==> config.mk <==
export PLATFORM = sky130hd
export DESIGN_NAME = wakeupPipeTop
export DESIGN_NICKNAME = d
export VERILOG_FILES = /design/src/rtl/wakeupPkg.sv /design/src/rtl/flushRangeCheck.sv /design/src/rtl/wakeupControl.sv /design/src/rtl/wakeupLane.sv /design/src/rtl/wakeupPipeTop.sv
export SDC_FILE = /design/constraint.sdc
export NUM_CORES = 1
export LEC_CHECK = 0
export ABC_AREA = 1
export ABC_CLOCK_PERIOD_IN_PS = 2700
export BUFFER_PORTS_ARGS = -buffer_cell sky130_fd_sc_hd__clkbuf_2
export CORE_ASPECT_RATIO = 0.6
export CORE_MARGIN = 2
export CORE_UTILIZATION = 58
export CTS_CLUSTER_SIZE = 12
export DETAILED_ROUTE_END_ITERATION = 8
export MAX_ROUTING_LAYER = met4
export PLACE_DENSITY_LB_ADDON = 0.12
export SLEW_MARGIN = 10
export SYNTH_ARGS = -nofsm -noshare
export SYNTH_HDL_FRONTEND = slang
export SYNTH_SLANG_ARGS = --single-unit
==> constraint.sdc <==
create_clock -name clk -period 2.7 [get_ports clk]
set_clock_uncertainty 0.2 [all_clocks]
set_input_delay 0.135 -clock clk [delete_from_list [all_inputs] [get_ports clk]]
set_output_delay 0.135 -clock clk [all_outputs]
set_load 0.005 [all_outputs]
==> src/rtl/wakeupPkg.sv <==
/*
 * Shared sizes, latencies and slot types for the wakeup pipeline.
 * Slots 0 .. intLanes-1 are integer lanes and the last slot is the memory lane.
 * Window counters are sized from maxLatency, so maxLatency must track the lanes.
 */
package wakeupPkg;

    // Issue queue and active list geometry
    localparam int iqEntries = 16;
    localparam int activeListEntries = 32;

    typedef logic [$clog2(iqEntries)-1:0] iqIndexT;
    typedef logic [iqEntries-1:0] iqOneHotT;
    typedef logic [$clog2(activeListEntries)-1:0] alIndexT;

    // Lane configuration
    localparam int intLanes = 2;
    localparam int intLatency = 1;
    localparam int memLatency = 3;
    localparam int numSlots = intLanes + 1;
    localparam int maxLatency = (memLatency > intLatency) ? memLatency : intLatency;

    typedef logic [$clog2(maxLatency+1)-1:0] windowCountT;

    // One pick from the select logic
    typedef struct packed {
        logic valid;
        iqIndexT iqPtr;
        iqOneHotT depVector;
        alIndexT alPtr;
    } selectSlotT;

    typedef struct packed {
        logic valid;
        iqIndexT iqPtr;
        iqOneHotT depVector;
    } wakeupSlotT;

    typedef struct packed {
        logic valid;
        iqIndexT iqPtr;
    } releaseSlotT;

    // Recovery command from the recovery manager
    typedef struct packed {
        logic toRecovery;
        logic fromRwStage;
        alIndexT flushHead;
        alIndexT flushTail;
        logic flushAll;
        iqOneHotT flushIqEntry;
    } recoveryT;

    // Latency of the lane behind a given slot
    function automatic int slotLatency(input int slot);
        return (slot < intLanes) ? intLatency : memLatency;
    endfunction

    // Circular range [head, tail), empty when head equals tail
    function automatic logic inFlushRange(input logic flushAll, input alIndexT head,
                                          input alIndexT tail, input alIndexT index);
        logic inRange;
        if (head < tail) begin
            inRange = (index >= head) && (index < tail);
        end else if (head > tail) begin
            inRange = (index >= head) || (index < tail);
        end else begin
            inRange = 1'b0;
        end
        return flushAll || inRange;
    endfunction

endpackage

==> src/rtl/flushRangeCheck.sv <==
/*
 * Holds the active-list range of the last selective recovery and flags lane
 * outputs that fall inside it while that lane's window is open.
 * The range stays captured until the next selective recovery.
 */
`timescale 1ns/1ps

module flushRangeCheck (
    input  logic                clk,
    input  logic                arstN,
    input  wakeupPkg::recoveryT recovery,
    input  logic                windowOpen [wakeupPkg::numSlots],
    input  wakeupPkg::alIndexT  laneAlPtr [wakeupPkg::numSlots],
    output logic                kill [wakeupPkg::numSlots]
);
    import wakeupPkg::*;

    alIndexT flushHead;
    alIndexT flushTail;
    logic flushAll;

    // Capture on selective recovery only
    always_ff @(posedge clk or negedge arstN) begin
        if (!arstN) begin
            flushHead <= '0;
            flushTail <= '0;
            flushAll <= 1'b0;
        end else if (recovery.toRecovery && recovery.fromRwStage) begin
            flushHead <= recovery.flushHead;
            flushTail <= recovery.flushTail;
            flushAll <= recovery.flushAll;
        end
    end

    always_comb begin
        for (int i = 0; i < numSlots; i++) begin
            kill[i] = windowOpen[i] &&
                      inFlushRange(flushAll, flushHead, flushTail, laneAlPtr[i]);
        end
    end

endmodule

==> src/rtl/wakeupControl.sv <==
/*
 * Recovery decode and per-slot flush window counters.
 * Full recovery clears the lanes in the same cycle; selective recovery opens
 * a window per slot that lasts as long as that slot's lane latency.
 */
`timescale 1ns/1ps

module wakeupControl (
    input  logic                clk,
    input  logic                arstN,
    input  logic                stall,
    input  wakeupPkg::recoveryT recovery,
    output logic                clearLanes,
    output logic                windowOpen [wakeupPkg::numSlots],
    output logic                flushedOpExist
);
    import wakeupPkg::*;

    windowCountT windowCount [numSlots];
    logic selectiveRecovery;

    // Recovery from the RW stage is selective, anything else flushes every lane
    assign clearLanes = recovery.toRecovery && !recovery.fromRwStage;
    assign selectiveRecovery = recovery.toRecovery && recovery.fromRwStage;

    always_ff @(posedge clk or negedge arstN) begin
        if (!arstN) begin
            for (int i = 0; i < numSlots; i++) begin
                windowCount[i] <= '0;
            end
        end else if (selectiveRecovery) begin
            for (int i = 0; i < numSlots; i++) begin
                windowCount[i] <= windowCountT'(slotLatency(i));
            end
        end else begin
            for (int i = 0; i < numSlots; i++) begin
                // The entry stage does not move under stall, so the first
                // step of the window waits for a free cycle
                if (windowCount[i] == windowCountT'(slotLatency(i))) begin
                    if (!stall) begin
                        windowCount[i] <= windowCount[i] - 1'b1;
                    end
                end else if (windowCount[i] != '0) begin
                    windowCount[i] <= windowCount[i] - 1'b1;
                end
            end
        end
    end

    always_comb begin
        flushedOpExist = 1'b0;
        for (int i = 0; i < numSlots; i++) begin
            windowOpen[i] = (windowCount[i] != '0);
            flushedOpExist = flushedOpExist || windowOpen[i];
        end
    end

endmodule

==> src/rtl/wakeupLane.sv <==
/*
 * One fixed-latency issue lane. Stage latency-1 is the entry stage, stage 0
 * the output stage. On stall only the entry stage holds; later stages keep
 * moving with a bubble behind the entry. With latency 1 the output stage is
 * the held entry stage, so outputs are suppressed for the whole stall.
 */
`timescale 1ns/1ps

module wakeupLane #(
    parameter int latency = 1
) (
    input  logic                  clk,
    input  logic                  arstN,
    input  logic                  stall,
    input  logic                  clearLanes,
    input  wakeupPkg::iqOneHotT   flushIqEntry,
    input  wakeupPkg::selectSlotT pick,
    input  logic                  kill,
    output wakeupPkg::alIndexT    outAlPtr,
    output wakeupPkg::wakeupSlotT wakeup,
    output wakeupPkg::releaseSlotT releaseEntry
);
    import wakeupPkg::*;

    // Stage that takes the bubble while the entry stage holds
    localparam int bubbleStage = (latency > 1) ? latency - 2 : 0;
    localparam logic outIsEntry = (latency == 1);

    selectSlotT stage [latency];
    selectSlotT entry;
    logic holdOut;

    // Drop picks whose issue-queue entry is flushed in the select cycle
    always_comb begin
        entry = pick;
        entry.valid = pick.valid && !flushIqEntry[pick.iqPtr];
    end

    always_ff @(posedge clk or negedge arstN) begin
        if (!arstN) begin
            for (int s = 0; s < latency; s++) begin
                stage[s].valid <= 1'b0;
            end
        end else if (clearLanes) begin
            for (int s = 0; s < latency; s++) begin
                stage[s].valid <= 1'b0;
                stage[s].depVector <= '0;
            end
        end else if (!stall) begin
            for (int s = 1; s < latency; s++) begin
                stage[s-1] <= stage[s];
            end
            stage[latency-1] <= entry;
        end else if (latency > 1) begin
            // Entry stage keeps its pick; everything behind it drains
            for (int s = 1; s < latency - 1; s++) begin
                stage[s-1] <= stage[s];
            end
            stage[bubbleStage].valid <= 1'b0;
            stage[bubbleStage].depVector <= '0;
        end
    end

    // Held entry stage must not wake or release twice
    assign holdOut = outIsEntry && stall;

    always_comb begin
        wakeup.valid = stage[0].valid && !kill && !holdOut;
        wakeup.iqPtr = stage[0].iqPtr;
        wakeup.depVector = holdOut ? '0 : stage[0].depVector;

        // Release goes out even for killed ops, the entry is done either way
        releaseEntry.valid = stage[0].valid && !holdOut;
        releaseEntry.iqPtr = stage[0].iqPtr;

        outAlPtr = stage[0].alPtr;
    end

endmodule

==> src/rtl/wakeupPipeTop.sv <==
/*
 * Wakeup pipeline register: integer slots first, memory slot last.
 * Picks leave their lane after the lane latency to wake consumers and release
 * issue-queue entries. Stall is a level from the scheduler, no handshake.
 */
`timescale 1ns/1ps

module wakeupPipeTop (
    input  logic                   clk,
    input  logic                   arstN,
    input  logic                   stall,
    input  wakeupPkg::selectSlotT  select [wakeupPkg::numSlots],
    input  wakeupPkg::recoveryT    recovery,
    output wakeupPkg::wakeupSlotT  wakeup [wakeupPkg::numSlots],
    output wakeupPkg::releaseSlotT releaseEntry [wakeupPkg::numSlots],
    output logic                   flushedOpExist
);
    import wakeupPkg::*;

    logic clearLanes;
    logic windowOpen [numSlots];
    logic kill [numSlots];
    alIndexT laneAlPtr [numSlots];

    wakeupControl wakeupControl_inst (
        .clk            (clk),
        .arstN          (arstN),
        .stall          (stall),
        .recovery       (recovery),
        .clearLanes     (clearLanes),
        .windowOpen     (windowOpen),
        .flushedOpExist (flushedOpExist)
    );

    flushRangeCheck flushRangeCheck_inst (
        .clk        (clk),
        .arstN      (arstN),
        .recovery   (recovery),
        .windowOpen (windowOpen),
        .laneAlPtr  (laneAlPtr),
        .kill       (kill)
    );

    // Integer lanes take intLatency, the last slot is the memory lane
    for (genvar i = 0; i < numSlots; i++) begin : gLane
        wakeupLane #(
            .latency (slotLatency(i))
        ) wakeupLane_inst (
            .clk          (clk),
            .arstN        (arstN),
            .stall        (stall),
            .clearLanes   (clearLanes),
            .flushIqEntry (recovery.flushIqEntry),
            .pick         (select[i]),
            .kill         (kill[i]),
            .outAlPtr     (laneAlPtr[i]),
            .wakeup       (wakeup[i]),
            .releaseEntry (releaseEntry[i])
        );
    end

endmodule

# --- Word-level counts from Yosys, hierarchy flattened ---
# Cells that the tools add are included.
classes:
  n_addsub: 3
  magnitude_cmp: 11
  eq_ne: 7
  n_mux: 33
  n_bitwise: 2
  reduce_logical: 46
op_table:
  columns: ["op", "count"]
  rows:
  - ["26-bit two-way mux", 3]
  - ["16-bit two-way mux", 2]
  - ["5-bit less-than comparator", 4]
  - ["1-bit logical AND", 18]
  - ["2-bit two-way mux", 9]
  - ["5-bit greater-or-equal comparator", 3]
  - ["4-bit by 5-bit less-than comparator with 1-bit output (second input constant)", 3]
  - ["1-bit two-way mux", 15]
  - ["1-bit binary-select mux with 4-bit select", 3]
  - ["3-bit by 2-bit != test with 1-bit output (second input constant)", 3]
  - ["3-bit nonzero test", 3]
  - ["1-bit logical NOT", 8]
  - ["1-bit logical OR", 8]
  - ["2-bit AND reduction", 4]
  - ["6-bit two-way mux", 1]
  - ["2-bit nonzero test", 3]
  - ["2-bit by 1-bit subtractor with 2-bit output (second input constant)", 3]
  - ["5-bit greater-than comparator", 1]
  - ["2-bit by 1-bit == test with 1-bit output (second input constant)", 2]
  - ["3-bit AND reduction", 1]
  - ["2-bit == test (second input constant)", 1]
  - ["2-bit by 1-bit != test with 1-bit output (second input constant)", 1]
  - ["1-bit inverter", 2]
  - ["2-bit OR reduction", 1]
word_totals:
  register_bits: 147
  in_bits: 110
  output_inout_bits: 79
  elab_cells: 128

# --- Longest topological paths before layout ---
depth:
  ltp_word: 9
  mapped_depth: 11

# --- By module ---
# Synthesis repeated with hierarchy kept, for this count alone.
hier_totals:
  cells_unflattened: 855
  hier_area_um2: 8025.2
modules_own_cells:
  columns: ["module", "instances", "cells_each", "area_each_um2", "seq_area_each_um2"]
  rows:
  - ["wakeupLane at gLane[2].wakeupLane_inst", 1, 266, 3253.1, 2327.2]
  - ["wakeupLane at gLane[0].wakeupLane_inst ...", 2, 160, 1486.4, 775.7]
  - ["flushRangeCheck", 1, 210, 1368.8, 275.3]
  - ["wakeupControl", 1, 59, 430.4, 150.1]

# --- Least setup slack after synthesis ---
# OpenSTA, ideal clock, no wires.
synth_path:
  path_kind: "input port to flip-flop"
  start: "input stall"
  end: "register gLane[0].wakeupLane_inst.stage (netlist bit gLane[0].wakeupLane_inst.outAlPtr[0]) (enable)"
  setup_ps: 429
  arrival_time_ps: 2128
  slack_ps: -57
  stages: 5
  cell_sequence: "buf_2 inv_4 nand2_2 buf_2 nor2_1"
synth_via:
  elab_chain_len: 2
synth_rtl:
  columns: ["element", "line", "rtl"]
  rows:
  - ["start: declaration", "wakeupPipeTop.sv:11", "input logic stall,"]
  - ["1-bit inverter (no source line)", null, null]
  - ["3-bit AND reduction (no source line)", null, null]
  - ["end signal: indexed assignment", "wakeupLane.sv:51", "stage[s-1] <= stage[s];"]
  - ["end signal: indexed assignment", "wakeupLane.sv:53", "stage[latency-1] <= entry;"]
  - ["end signal: indexed assignment", "wakeupLane.sv:57", "stage[s-1] <= stage[s];"]
  - ["end: declaration", "wakeupLane.sv:29", "selectSlotT stage [latency];"]
# Every way passes these cells.
# A chain may end at the register's enable or synchronous reset.

==> impl_metrics.tcl <==
set metrics [dict create \
    grt_pass1_wl_um 31100 \
    drt-pass1-iter-count 6 \
    rsz0062_at_grt "false" \
    cp_max_fo 4 \
    cts_setup_buffers 0 \
    outcome "complete, no violations" \
    crit_arrival_ns 2.15 \
    area_growth_pct 29.3 \
    gr-usage-all-layers 0.287 \
    tns_ns 0 \
    final-setup-viol-count 0 \
    yosys.area.top_type "edfxtp_1" \
    drt-initial-drc-count 535 \
    synth_ff_type "edfxtp_1" \
    holdWs_ns 0.0246 \
    die-area_sq_um 14200 \
    drive_above_1_share 0.245 \
    syn_inst 805 \
    synth_edf_count 125 \
    start_kind "flop" \
    ios 189 \
    viasPerCell 5.18 \
    synthXorXnorAreaFrac 0 \
    p_total_w 0.00619 \
    tritoncts "built" \
    fin_crit_sh 0.920 \
    ys_warn_count 0 \
    worst_slack_ns 0.217 \
    crit_type "reg2out" \
    htree_levels 4 \
    maxCapViolCount 0 \
    cts.path.max_buffers 2 \
    synth_top_family_by_area "simple AND/OR/NAND/NOR gates" \
    worstSetupEndpointType "output pin" \
    slew_viol_final 0 \
    grt_max_degree 103 \
    pre_cts_ws_ns 0.638 \
    synthesis.area_sq_um 7690 \
    syn_nets 953 \
    synth_seq_cells 147 \
    tightest_slew_ns 0.755 \
    crit_required_ns 2.37 \
    ys_seq_area_frac 0.560 \
    wl_met1_um 8520 \
    grt_overflow_total 0 \
    cts-root-buf "clkbuf_16" \
    synth_common_cells "nand2_1, inv_1, edfxtp_1" \
    finish.instance_area_sq_um 9940 \
    critPathMaxStageDelay_ns 0.40 \
    path_cells "inv_1 > ha_1 > nand2_1 > nor2_1 > nand2_1 > inv_1 > nor2_1 > nand2_1 > nand2_1 > nand3_1 > a21oi_1 > clkbuf_2" \
    placementRows 32 \
    met2WireLength_um 9010 \
    die_w_um 153 \
    p_leak_nw 4.71 \
    clk_latency_ns 0.42 \
    slowest_stage "dfrtp_1" \
    hp-class "in2reg" \
    gp_congestion 0.928 \
    drc_errors 0 \
    cts_buffers 17 \
    grt_antenna_before_repair 0 \
    yosysMostFrequentCell "nand2_1" \
    async_flop_share 0.150 \
    cts.sinks 147 \
    yosys.area_share.simple 0.194 \
    synth_area_leaders "edfxtp_1, dfrtp_1, nand2_1" \
    fin_crit_ns 2.48 \
    r2r_setup_slack_ns 1.20 \
    holdPathStages 4 \
    place_hpwl_um 12800 \
    synth.distinct_cells 25 \
    fillerInstances 851 \
    ant_nets 0 \
    synth_fa_ha_area_frac 0.0618 \
    die_y_um 93.2 \
    reg2regPathDepth 3 \
    regArea_sq_um 4300 \
    multi_input_area_sq_um 2430 \
    coreArea_sq_um 12900 \
    io_buffer_count 188 \
    irDropWorstVdd_v 0.000483 \
    max_freq_mhz 403 \
    topRoutingLayerUsed "met4" \
    synth_top_area_frac 0.488 \
    n_antenna_cell 0 \
    wl_per_cell_um 15.8 \
    dpl_cell_area_sq_um 8460 \
    crit_top_cell "nand2_1" \
    synth_compound_area_frac 0.0587 \
    num-nets-final 1194 \
    finalHoldViolCount 0 \
    start_util 0.596 \
    wl_um 19500 \
    first_global_vias 6352 \
    synthMuxAreaShare 0 \
    max_slew_margin 0.495 \
    dr_wl_met3_um 1520 \
    clkTransAtPathRegs_ns 0.06 \
    vias 6370 \
    synth.avg_cell_area_sq_um 9.55 \
    p_per_area_nw_per_um2 622 \
]
metrics by stage:
| stage | instances | util |
|---|---|---|
| after floorplan | 805 | - |
| after global placement | 1104 | 0.656 |
| after detailed placement | 1104 | 0.656 |
| after CTS | 1229 | 0.771 |
| after global routing | 1229 | 0.771 |
| final | 1229 | 0.771 |
layout by cell type, fill, tap and decap left out, types with 2 or more instances in the layout:
master,synthesis,layout
a21oi_1,16,16
buf_4,47,9
clkbuf_16,0,17
clkbuf_2,1,187
clkinv_4,0,3
clkinvlp_4,0,5
dfrtp_1,22,22
dlygate4sd3_1,0,93
edfxtp_1,125,125
ha_1,38,38
inv_1,127,125
inv_2,2,4
inv_6,0,5
nand2_1,135,135
nand2_2,3,3
nand3_1,80,80
nand3_2,20,20
nor2_1,92,90
nor2_4,1,2
o21ai_0,45,45
o21ai_1,23,23
o22ai_1,4,4
area by class of cell:
type                       instances  area share
timing repair buffer             290       0.197
inverter                         130      0.0493
tap                              170      0.0214
clock inverter                    15      0.0123
sequential                       147       0.433
multi-input combinational        460       0.245
clock buffer                      17      0.0428
state kept, by name (all words and copies together), names as in the netlist:
register                            count
flushRangeCheck_inst.flushHead          5
flushRangeCheck_inst.flushTail          5
flushRangeCheck_inst.flushAll           1
gLane.wakeupLane_inst.outAlPtr         15
gLane.wakeupLane_inst.stage            86
gLane.wakeupLane_inst.wakeup           16
wakeupControl_inst.windowCount          6
gLane.wakeupLane_inst.releaseEntry     13
worst paths after layout:
path,from,to
hold / removal,recovery[27],wakeupControl_inst.windowCount[3]
min in group asynchronous,arstN,flushRangeCheck_inst.flushHead[4]
max in group asynchronous,arstN,gLane[2].wakeupLane_inst.stage[25]
setup / recovery,flushRangeCheck_inst.flushHead[3],wakeup[62]
setup reg to reg,flushRangeCheck_inst.flushTail[0],flushRangeCheck_inst.flushTail[0]
hold reg to reg,gLane[2].wakeupLane_inst.stage[26],gLane[2].wakeupLane_inst.outAlPtr[0]
critical path: cells and delay by family, from the launching register on:
kind,cells,cell delay (ns)
fa+ha+maj,1,0.26
compound gates,1,0.15
simple gates,7,0.56
flops,1,0.40
buf+inv,3,0.37
repair_timing:
item / CTS / global route
gates resized for setup: 0 / 3
hold buffers: 93 / 0
setup endpoints to repair: 0 / 1
hold endpoints to repair: 113 / 0
layer usage:
metal  GRT usage  vias up
li1            -     3075
met1       0.388     2947
met2       0.445      307
met3      0.0644       41
met4      0.0795        0
met5           -        -
power breakdown:
part,leakage [nW],switching (W),total (W),internal (W)
registers,1.50,0.0000871,0.00278,0.00269
clock network,0.253,0.000989,0.00218,0.00120
logic,2.95,0.000723,0.00123,0.000503
cells by family after synthesis:
| group | after synthesis |
|---|---|
| compound gates | 89 |
| fa+ha+maj | 38 |
| buf+inv | 198 |
| flops | 147 |
| simple gates | 333 |
Power figures use the tool's default switching activity.
